--- src/common/periph_settings.svh ---
// peripheral hub build settings
// queue depth and uart bit timing, shared by rtl and testbench
`ifndef PERIPH_SETTINGS_SVH
`define PERIPH_SETTINGS_SVH

// queue entries, also the credits the host owns after reset
`define PERIPH_QUEUE_DEPTH 4

// clock cycles per uart bit with no speed-up
`define PERIPH_UART_BASE_CYCLES 64

// simulation speed-up as a shift
// 0 = real rate, 1 = 2x, 2 = 4x, 3 = 8x
`define PERIPH_UART_SPEEDUP 3

// effective bit period in clock cycles
// 64 >> 3 gives 8 cycles per bit
`define PERIPH_UART_BIT_CYCLES (`PERIPH_UART_BASE_CYCLES >> `PERIPH_UART_SPEEDUP)

`endif

--- src/common/periph_pkg.sv ---
// peripheral hub shared types
// command link format between host, queue and dispatcher,
// plus the dispatcher state encoding
package periph_pkg;

  // what a host command asks the hub to do
  typedef enum logic [1:0] {
    // leds take the data byte
    OP_LED_SET    = 2'd0,
    // leds xor'ed with the data byte
    OP_LED_TOGGLE = 2'd1,
    // data byte goes out on the uart
    OP_UART_SEND  = 2'd2,
    // uart sends {4'b0, dip switches}
    OP_DIP_REPORT = 2'd3
  } opcode_e;

  // one host command, 10 bits on the wire
  // op sits in the upper bits so a dump reads op first
  typedef struct packed {
    opcode_e    op;
    logic [7:0] data;
  } cmd_t;

  // dispatcher fsm
  typedef enum logic [1:0] {
    // waiting for a queued command
    IDLE      = 2'd0,
    // command latched, led strobe or uart request
    EXEC      = 2'd1,
    // uart still shifting the previous byte
    WAIT_UART = 2'd2
  } disp_state_e;

endpackage

--- src/hdl/cmd_dispatch.sv ---
// command dispatcher
// pops queued commands in order and turns them into led write
// strobes or uart byte requests, stalling while the uart is busy
module cmd_dispatch (
  input  logic             clk,
  input  logic             i_rst_n,
  input  logic             i_valid,
  input  periph_pkg::cmd_t i_cmd,
  output logic             o_pop,
  output logic             o_led_we,
  output logic             o_led_toggle,
  output logic [7:0]       o_led_data,
  input  logic [3:0]       i_dip,
  output logic             o_tx_start,
  output logic [7:0]       o_tx_byte,
  input  logic             i_tx_busy
);

  periph_pkg::disp_state_e state;
  periph_pkg::disp_state_e state_nxt;
  // command being executed, captured on pop
  periph_pkg::cmd_t        cur_cmd;
  logic                    is_led;
  logic                    want_tx;

  assign is_led = (cur_cmd.op == periph_pkg::OP_LED_SET) ||
                  (cur_cmd.op == periph_pkg::OP_LED_TOGGLE);

  // take the head whenever idle, queue output is already registered
  assign o_pop = (state == periph_pkg::IDLE) && i_valid;

  // led strobe lasts the single EXEC cycle
  assign o_led_we     = (state == periph_pkg::EXEC) && is_led;
  assign o_led_toggle = (cur_cmd.op == periph_pkg::OP_LED_TOGGLE);
  assign o_led_data   = cur_cmd.data;

  // uart request from EXEC directly, or later from WAIT_UART
  assign want_tx    = ((state == periph_pkg::EXEC) && !is_led) ||
                      (state == periph_pkg::WAIT_UART);
  assign o_tx_start = want_tx && !i_tx_busy;
  // switch value is sampled live, so it is the one seen at start
  assign o_tx_byte  = (cur_cmd.op == periph_pkg::OP_DIP_REPORT) ?
                      {4'b0000, i_dip} : cur_cmd.data;

  always_comb begin
    state_nxt = state;
    case (state)
      periph_pkg::IDLE: begin
        if (i_valid) begin
          state_nxt = periph_pkg::EXEC;
        end
      end
      periph_pkg::EXEC: begin
        // led done now; uart either starts now or has to wait
        if (is_led || !i_tx_busy) begin
          state_nxt = periph_pkg::IDLE;
        end else begin
          state_nxt = periph_pkg::WAIT_UART;
        end
      end
      periph_pkg::WAIT_UART: begin
        if (!i_tx_busy) begin
          state_nxt = periph_pkg::IDLE;
        end
      end
      default: state_nxt = periph_pkg::IDLE;
    endcase
  end

  always_ff @(posedge clk) begin
    if (!i_rst_n) begin
      state <= periph_pkg::IDLE;
    end else begin
      state <= state_nxt;
    end
  end

  always_ff @(posedge clk) begin
    if (o_pop) begin
      cur_cmd <= i_cmd;
    end
  end

endmodule

--- src/hdl/cmd_queue.sv ---
// command queue
// circular buffer between the host port and the dispatcher;
// every pop hands one credit back to the host a cycle later
`include "periph_settings.svh"

module cmd_queue (
  input  logic               clk,
  input  logic               i_rst_n,
  input  logic               i_push,
  input  periph_pkg::cmd_t   i_cmd,
  output logic               o_valid,
  output periph_pkg::cmd_t   o_cmd,
  input  logic               i_pop,
  output logic               o_credit
);

  localparam int DEPTH = `PERIPH_QUEUE_DEPTH;
  localparam int PTR_W = $clog2(DEPTH);
  localparam int CNT_W = $clog2(DEPTH + 1);

  periph_pkg::cmd_t mem [DEPTH];
  logic [PTR_W-1:0] wr_ptr;
  logic [PTR_W-1:0] rd_ptr;
  logic [CNT_W-1:0] count;
  logic             full;
  logic             push_ok;
  logic             pop_ok;

  assign full    = (count == CNT_W'(DEPTH));
  // push into a full queue is dropped, the host broke the credit rule
  assign push_ok = i_push && !full;
  assign pop_ok  = i_pop && o_valid;

  // head is visible the cycle after its push
  assign o_valid = (count != '0);
  assign o_cmd   = mem[rd_ptr];

  // storage
  always_ff @(posedge clk) begin
    if (push_ok) begin
      mem[wr_ptr] <= i_cmd;
    end
  end

  // pointers, occupancy and credit return
  always_ff @(posedge clk) begin
    if (!i_rst_n) begin
      wr_ptr   <= '0;
      rd_ptr   <= '0;
      count    <= '0;
      o_credit <= 1'b0;
    end else begin
      if (push_ok) begin
        wr_ptr <= (wr_ptr == PTR_W'(DEPTH - 1)) ? '0 : wr_ptr + 1'b1;
      end
      if (pop_ok) begin
        rd_ptr <= (rd_ptr == PTR_W'(DEPTH - 1)) ? '0 : rd_ptr + 1'b1;
      end
      // simultaneous push and pop leaves the count alone
      case ({push_ok, pop_ok})
        2'b10:   count <= count + 1'b1;
        2'b01:   count <= count - 1'b1;
        default: count <= count;
      endcase
      // one credit per released entry
      o_credit <= pop_ok;
    end
  end

endmodule

--- src/hdl/gpio_ctrl.sv ---
// gpio block
// led output register with set and toggle writes,
// two-flop synchronizer for the asynchronous dip switches
module gpio_ctrl (
  input  logic       clk,
  input  logic       i_rst_n,
  input  logic       i_we,
  input  logic       i_toggle,
  input  logic [7:0] i_data,
  output logic [7:0] o_led,
  input  logic [3:0] i_dip,
  output logic [3:0] o_dip_sync
);

  // first synchronizer stage, may go metastable
  logic [3:0] dip_meta;

  // led register
  always_ff @(posedge clk) begin
    if (!i_rst_n) begin
      o_led <= '0;
    end else if (i_we) begin
      // toggle flips the bits set in data, set overwrites
      o_led <= i_toggle ? (o_led ^ i_data) : i_data;
    end
  end

  // switch synchronizer
  always_ff @(posedge clk) begin
    if (!i_rst_n) begin
      dip_meta   <= '0;
      o_dip_sync <= '0;
    end else begin
      dip_meta   <= i_dip;
      o_dip_sync <= dip_meta;
    end
  end

endmodule

--- src/hdl/periph_top.sv ---
// peripheral hub top level
// host command port with credit return feeding the queue,
// dispatcher, led/dip gpio and the uart transmitter
module periph_top (
  input  logic             clk,
  input  logic             i_rst_n,
  input  logic             i_cmd_valid,
  input  periph_pkg::cmd_t i_cmd,
  output logic             o_credit,
  input  logic [3:0]       i_dip,
  output logic [7:0]       o_led,
  output logic             o_uart_txd
);

  // queue head towards the dispatcher
  logic             q_valid;
  periph_pkg::cmd_t q_cmd;
  logic             q_pop;
  // led write strobe
  logic             led_we;
  logic             led_toggle;
  logic [7:0]       led_data;
  logic [3:0]       dip_sync;
  // uart request and status
  logic             tx_start;
  logic [7:0]       tx_byte;
  logic             tx_busy;

  cmd_queue cmd_queue_i (
    .clk      (clk),
    .i_rst_n  (i_rst_n),
    .i_push   (i_cmd_valid),
    .i_cmd    (i_cmd),
    .o_valid  (q_valid),
    .o_cmd    (q_cmd),
    .i_pop    (q_pop),
    .o_credit (o_credit)
  );

  cmd_dispatch cmd_dispatch_i (
    .clk          (clk),
    .i_rst_n      (i_rst_n),
    .i_valid      (q_valid),
    .i_cmd        (q_cmd),
    .o_pop        (q_pop),
    .o_led_we     (led_we),
    .o_led_toggle (led_toggle),
    .o_led_data   (led_data),
    .i_dip        (dip_sync),
    .o_tx_start   (tx_start),
    .o_tx_byte    (tx_byte),
    .i_tx_busy    (tx_busy)
  );

  gpio_ctrl gpio_ctrl_i (
    .clk        (clk),
    .i_rst_n    (i_rst_n),
    .i_we       (led_we),
    .i_toggle   (led_toggle),
    .i_data     (led_data),
    .o_led      (o_led),
    .i_dip      (i_dip),
    .o_dip_sync (dip_sync)
  );

  uart_tx uart_tx_i (
    .clk     (clk),
    .i_rst_n (i_rst_n),
    .i_start (tx_start),
    .i_byte  (tx_byte),
    .o_busy  (tx_busy),
    .o_txd   (o_uart_txd)
  );

endmodule

--- src/uart/uart_tx.sv ---
// uart transmitter, 8N1
// start bit, eight data bits lsb first, one stop bit;
// bit period comes from the base rate and the sim speed-up shift
`include "periph_settings.svh"

module uart_tx (
  input  logic       clk,
  input  logic       i_rst_n,
  input  logic       i_start,
  input  logic [7:0] i_byte,
  output logic       o_busy,
  output logic       o_txd
);

  localparam int BIT_CYCLES = `PERIPH_UART_BIT_CYCLES;
  localparam int CNT_W      = (BIT_CYCLES > 1) ? $clog2(BIT_CYCLES) : 1;
  // index of the stop bit, the last of ten periods
  localparam int LAST_BIT   = 9;

  // cycles spent in the current bit
  logic [CNT_W-1:0] cyc_cnt;
  // which of the ten bit periods is on the line
  logic [3:0]       bit_idx;
  // data bits still to send, stop bit on top
  logic [8:0]       shreg;
  logic             bit_end;
  logic             load;

  assign bit_end = (cyc_cnt == CNT_W'(BIT_CYCLES - 1));
  // request is ignored while a frame is in flight
  assign load    = i_start && !o_busy;

  // control and line state
  always_ff @(posedge clk) begin
    if (!i_rst_n) begin
      o_busy  <= 1'b0;
      o_txd   <= 1'b1;
      cyc_cnt <= '0;
      bit_idx <= '0;
    end else if (load) begin
      // start bit goes out right away
      o_busy  <= 1'b1;
      o_txd   <= 1'b0;
      cyc_cnt <= '0;
      bit_idx <= '0;
    end else if (o_busy) begin
      if (bit_end) begin
        cyc_cnt <= '0;
        if (bit_idx == 4'(LAST_BIT)) begin
          // stop bit finished, line already high
          o_busy <= 1'b0;
          o_txd  <= 1'b1;
        end else begin
          o_txd   <= shreg[0];
          bit_idx <= bit_idx + 1'b1;
        end
      end else begin
        cyc_cnt <= cyc_cnt + 1'b1;
      end
    end
  end

  // payload shifter
  always_ff @(posedge clk) begin
    if (load) begin
      shreg <= {1'b1, i_byte};
    end else if (o_busy && bit_end) begin
      // fill with ones, the line rests high
      shreg <= {1'b1, shreg[8:1]};
    end
  end

endmodule
--- config.mk ---
export PLATFORM = sky130hd
export DESIGN_NAME = periph_top
export DESIGN_NICKNAME = d
export VERILOG_FILES = /design/src/common/periph_pkg.sv /design/src/hdl/cmd_dispatch.sv /design/src/hdl/cmd_queue.sv /design/src/hdl/gpio_ctrl.sv /design/src/hdl/periph_top.sv /design/src/uart/uart_tx.sv
export VERILOG_INCLUDE_DIRS = /design/src /design/src/common
export SDC_FILE = /design/constraint.sdc
export NUM_CORES = 1
export LEC_CHECK = 0
export ABC_CLOCK_PERIOD_IN_PS = 4900
export BUFFER_PORTS_ARGS = -buffer_cell sky130_fd_sc_hd__clkbuf_2
export CAP_MARGIN = 20
export CORE_ASPECT_RATIO = 1.75
export CORE_UTILIZATION = 32
export DETAILED_ROUTE_END_ITERATION = 12
export HOLD_SLACK_MARGIN = 0.12
export PLACE_DENSITY = 0.49
export SLEW_MARGIN = 20
export SYNTH_ARGS = -nofsm -noshare
export SYNTH_HDL_FRONTEND = slang
export SYNTH_HIERARCHICAL = 1
export SYNTH_SLANG_ARGS = --single-unit
--- constraint.sdc ---
create_clock -name clk -period 4.9 [get_ports clk]
set_input_delay 0.98 -clock clk [delete_from_list [all_inputs] [get_ports clk]]
set_output_delay 0.98 -clock clk [all_outputs]
set_load 0.05 [all_outputs]
# After elaboration in Yosys (flattened, before gate mapping)
# Memories as Yosys holds them, arrays and structs flattened. A register that Yosys moved wholly into a read port is not among the register bits.
# Index checks and enable logic that the tools add are counted.
# op_classes
addsub	6
div_mod_pow	0
bitwise_logic	3
mux	22
n_lt_le_gt_ge	0
reduce_logical	25
shift	0
mul	0
eq_ne	13
# op_table
operator	n
8-bit 2-to-1 mux	4
2-bit == test, second input constant	5
1-bit 2-to-1 mux	10
2-bit 2-to-1 mux	5
1-bit logical AND	8
2-bit nonzero test	4
8-bit XOR	1
3-bit by 1-bit adder with 3-bit output, second input constant	2
2-bit by 1-bit == test with 1-bit output, second input constant	3
3-bit == test, second input constant	2
2-bit one-hot mux with 3 select lines	1
3-bit one-hot mux with 2 select lines	1
2-bit by 1-bit adder with 2-bit output, second input constant	2
4-bit by 1-bit adder with 4-bit output, second input constant	1
4-bit == test, second input constant	1
2-bit zero test	2
2-bit AND reduction	2
1-bit zero test	3
1-bit logical OR	3
3-bit 2-to-1 mux	1
3-bit AND reduction	1
3-bit nonzero test	1
3-bit by 1-bit subtractor with 3-bit output, second input constant	1
2-bit by 1-bit != test with 1-bit output, second input constant	1
3 further kinds	4
# totals
latchBits	0
ram_bits	40
romBits	0
n_memories	1
input_bits	17
word_cells	83
reg_bits	43
output_inout_bits	10
# memory_table
name	words	width	rd	rd_ports_with_merged_regs	wr	line	rtl
cmd_queue_i.mem	4	10	1	1	1	cmd_queue.sv:21	periph_pkg::cmd_t mem [DEPTH];

# Longest topological paths before layout
# depth
word_depth	9
ltp_mapped	10
depth_no_buf	10

# By module
# Netlist, hierarchy kept.
# modules_own_cells
module	area_each_um2	seq_area_each_um2	instances	cells_each
cmd_queue	1958.1	1401.3	1	109
uart_tx	820.8	420.4	1	82
gpio_ctrl	620.6	320.3	1	76
cmd_dispatch	559.3	340.3	1	38

# Worst setup path after synthesis
# No wires, ideal clock.
# synth_timing
kind	reg2reg
start	register cmd_queue_i.count[0]
end	register cmd_queue_i.count[2]
required_time_ns	4.824
setup_slack_ns	1.707
setup_time_ns	0.076
synth_period_minus_slack_ns	3.193
n_path_buf	0
arrival_time_ns	3.117
path_stages_with_launch	11
cell_sequence	dfxtp_1 > or3_2 > nor3b_1 > o31ai_1 > inv_1 > ha_1 > inv_1 > fa_1 > xor2_1 > or3_2 > a21boi_0
# synth_between
elab_chain_cells	5
word_cells_on_any_way	12
classes_between	add/sub: 2; eq/ne: 3; mux: 1; reduce/logical: 6
# synth_lines
element	line	rtl
start, declared	cmd_queue.sv:24	logic [CNT_W-1:0] count;
start signal, assigned	cmd_queue.sv:61	2'b10: count <= count + 1'b1;
start signal, assigned	cmd_queue.sv:62	2'b01: count <= count - 1'b1;
start signal, assigned	cmd_queue.sv:63	default: count <= count;
3-bit nonzero test (*)	cmd_queue.sv:35	assign o_valid = (count != '0);
named net q_valid	periph_top.sv:16	logic q_valid;
1-bit logical AND (*)	cmd_dispatch.sv:30	assign o_pop = (state == periph_pkg::IDLE) && i_valid;
named net q_pop	periph_top.sv:18	logic q_pop;
1-bit logical AND (*)	cmd_queue.sv:32	assign pop_ok = i_pop && o_valid;
named net cmd_queue_i.pop_ok	cmd_queue.sv:27	logic pop_ok;
2-bit by 1-bit == test with 1-bit output / 2-bit == test (equally long branches)	cmd_queue.sv:60	case ({push_ok, pop_ok})
3-bit one-hot mux with 2 select lines / 2-bit nonzero test (equally long branches)	--	
# Mark *: on every way through the listed nets, which the timed path passes. The rest lies on a longest branch.
# A chain may end at the register's enable or synchronous reset.

# Final worst setup path
# Ends and elaborated chain as after synthesis.

==> flow_summary.json <==
{
  "status": "finished clean",
  "fin_setup_tns_ps": 0,
  "dieArea_um2": 12800,
  "clkTransAtPathRegs_ps": 70,
  "syn_nets": 334,
  "cts_resized": 0,
  "fin_crit_ps": 3110,
  "cts_hold_buf": 0,
  "p_leak_nw": 1.67,
  "grt_max_degree": 41,
  "post_drt_wl_per_cell_um": 13.9,
  "syn_area_um2": 3960,
  "fillers": 1163,
  "setup_viol": 0,
  "coreArea_um2": 12000,
  "synthDistinctLibCells": 47,
  "critical_path_class": "reg -> reg",
  "portBuffers": 26,
  "ctsRootBufferMaster": "clkbuf_16",
  "clk_latency_ps": 340,
  "synth.most_common_cell": "edfxtp_1",
  "grt-ovfl-total": 0,
  "die_x_um": 86.1,
  "drc_errors": 0,
  "grt_setup_unrepaired": "false",
  "yosysTopAreaCellShare_pct": 44.0,
  "finClkSkew_ps": 6.36,
  "yosys.area.top_type": "edfxtp_1",
  "grt_usage_pct": 12.0,
  "drive_gt1_share_pct": 23.3,
  "clk_path_buf_depth": 2,
  "max_slew_margin_pct": 38.7,
  "drv_slew": 0,
  "max_freq_mhz": 321,
  "drt_iter0_drc": 102,
  "postSynthCellCount": 305,
  "area_growth_pct": 12.9,
  "numCtsBuffers": 9,
  "p_per_area_nw_per_um2": 532,
  "drt_wl_total_um": 6880,
  "tightest_slew_ps": 915,
  "cts.sinks": 95,
  "maxCapViolCount": 0,
  "antenna_found_initial": 0,
  "peakVddDrop_mv": 0.245,
  "via_count": 2225,
  "cts_setup_buffers": 0,
  "gp_routability_congestion": 0.663,
  "ant_nets": 0,
  "cp.arrival_ps": 3380,
  "postSynth.asyncResetShare_pct": 0,
  "final_hold_viol_count": 0,
  "final_nets": 354,
  "seq_area_frac_synth_pct": 62.7,
  "dpl-instance-area_um2": 4180,
  "pin_count": 27,
  "holdPathStages": 1,
  "critPathLaunchType": "register",
  "fp.dieH_um": 149,
  "syn_area_per_cell_um2": 13.0,
  "start_util_pct": 33.0,
  "grt_pass1_vias": 2294,
  "r2r_cells": 10,
  "synthFlopType": "edfxtp_1",
  "h-tree-depth": 3,
  "ys_seq_elements": 95,
  "vias_per_cell": 4.49,
  "path_max_fanout": 13,
  "hold_path_class": "reg -> reg",
  "rows": 53,
  "diodes": 0,
  "synth_edf_count": 58,
  "cp.required_ps": 5170,
  "ys_top_cells_by_count": "edfxtp_1 (58), nand2_1 (45), dfxtp_1 (37)",
  "ys_warn_count": 6,
  "dr.pass1.iters": 4,
  "synth.area.top_cells": "edfxtp_1 (44%), dfxtp_1 (19%), mux4_2 (5.7%)",
  "dpl.hpwl_um": 4750,
  "cts_tree": "yes",
  "grt_pass1_wl_um": 11400,
  "fin_crit_sh_pct": 63.5,
  "design_area_um2": 4470,
  "end_kind": "register"
}
==> placed cells by master (no fill, tap or decap), drive strengths merged <==
cell / Yosys / final
a211oi: 1 / 1
a21boi: 2 / 2
a21oi: 14 / 14
a31oi: 1 / 1
and2: 16 / 16
and2b: 1 / 1
and3: 5 / 5
and3b: 1 / 1
buf: 16 / 1
bufinv: 0 / 1
clkbuf: 2 / 36
clkinv: 0 / 2
clkinvlp: 0 / 3
dfxtp: 37 / 37
edfxtp: 58 / 58
fa: 1 / 1
ha: 11 / 11
inv: 17 / 17
mux2: 4 / 4
mux2i: 3 / 3
mux4: 10 / 10
nand2: 48 / 48
nand2b: 3 / 3
nand3: 6 / 6
nand3b: 2 / 2
nand4: 8 / 8
nor2: 7 / 7
nor2b: 2 / 2
nor3b: 3 / 3
o211ai: 1 / 1
o21a: 1 / 1
o21ai: 16 / 16
o31ai: 1 / 1
or3: 4 / 4
or3b: 1 / 1
xnor2: 1 / 1
xor2: 1 / 1
==> metal layers <==
metal	vias to the layer above	wire, um	global-route usage, %
li1	1116	-	-
met1	1071	2810	13.1
met2	27	3710	21.3
met3	11	186	2.38
met4	0	172	6.75
met5	-	0	0
==> critical path: stages, from the launching register on <==
cell and delay (ps):
dfxtp_1 400, or3_2 150, nor3b_2 740, o31ai_1 310
inv_1 130, ha_1 180, inv_1 60, fa_1 370
xor2_1 160, or3_2 400, a21boi_0 160
==> kinds of logic (layout without fill, tap and decap cells) <==
logic type	count (synthesis)	in the layout	share of synthesized area, %
multiplexers	17	17	7.96
XOR/XNOR	2	2	0.443
AND/OR/NAND/NOR	107	107	14.7
buffers and inverters	35	60	4.87
AO/OA/AOI/OAI	37	37	5.34
adder cells (fa/ha/maj)	12	12	3.98
flip-flops	95	95	62.7
==> flip-flops by register name (all words and copies together), names as in the netlist, 2 cells and up, named ones only <==
register,flops
cmd_queue_i/rd_ptr,2
gpio_ctrl_i/dip_meta,4
uart_tx_i/shreg,8
uart_tx_i/cyc_cnt,3
cmd_dispatch_i/state,2
gpio_ctrl_i/o_dip_sync,4
gpio_ctrl_i/o_led,8
cmd_queue_i/count,3
cmd_queue_i/wr_ptr,2
uart_tx_i/bit_idx,4
cmd_queue_i/mem,40
cmd_dispatch_i/o_led_data,8
cmd_dispatch_i/cur_cmd,2
==> layout make-up <==
type                    count  area (um^2)  area share (%)
flip-flops and latches     95         2480            55.5
multi-input cells         175         1290            28.8
repair buffers             27          138            3.08
clock inverters             6         61.3            1.37
clock buffers              10          229            5.12
inverters                  17         63.8            1.43
well taps                 165          206            4.62
==> path summary, 6_finish.rpt <==
kind	startpoint	to	slack, ps
setup / recovery	cmd_queue_i/count[0]	cmd_queue_i/count[2]	1790
hold reg to reg	gpio_ctrl_i/dip_meta[3]	gpio_ctrl_i/o_dip_sync[3]	430
setup reg to reg	cmd_queue_i/count[0]	cmd_queue_i/count[2]	1790
hold / removal	gpio_ctrl_i/dip_meta[3]	gpio_ctrl_i/o_dip_sync[3]	430
==> where the power goes <==
group	switching [mW]	internal, mW
clock	0.294	0.393
combinational	0.309	0.236
sequential	0.117	1.03
total	0.720	1.66
==> per-stage QoR <==
step / instances / power, mW / setup slack, ps / hold WS, ps / util, %
6_report: 495 / 2.38 / 1790 / 430 / 37.2
5_1_grt: 495 / 2.53 / 1400 / 448 / 37.2
4_1_cts: 495 / 2.42 / 1740 / 431 / 37.2
3_5_place_dp: 479 / 1.72 / 1760 / 417 / 34.8
3_3_place_gp: 479 / 1.71 / 1840 / 418 / 34.8
2_1_floorplan: 305 / 1.64 / 1710 / 412 / -
(Power assumes the default switching activity.)
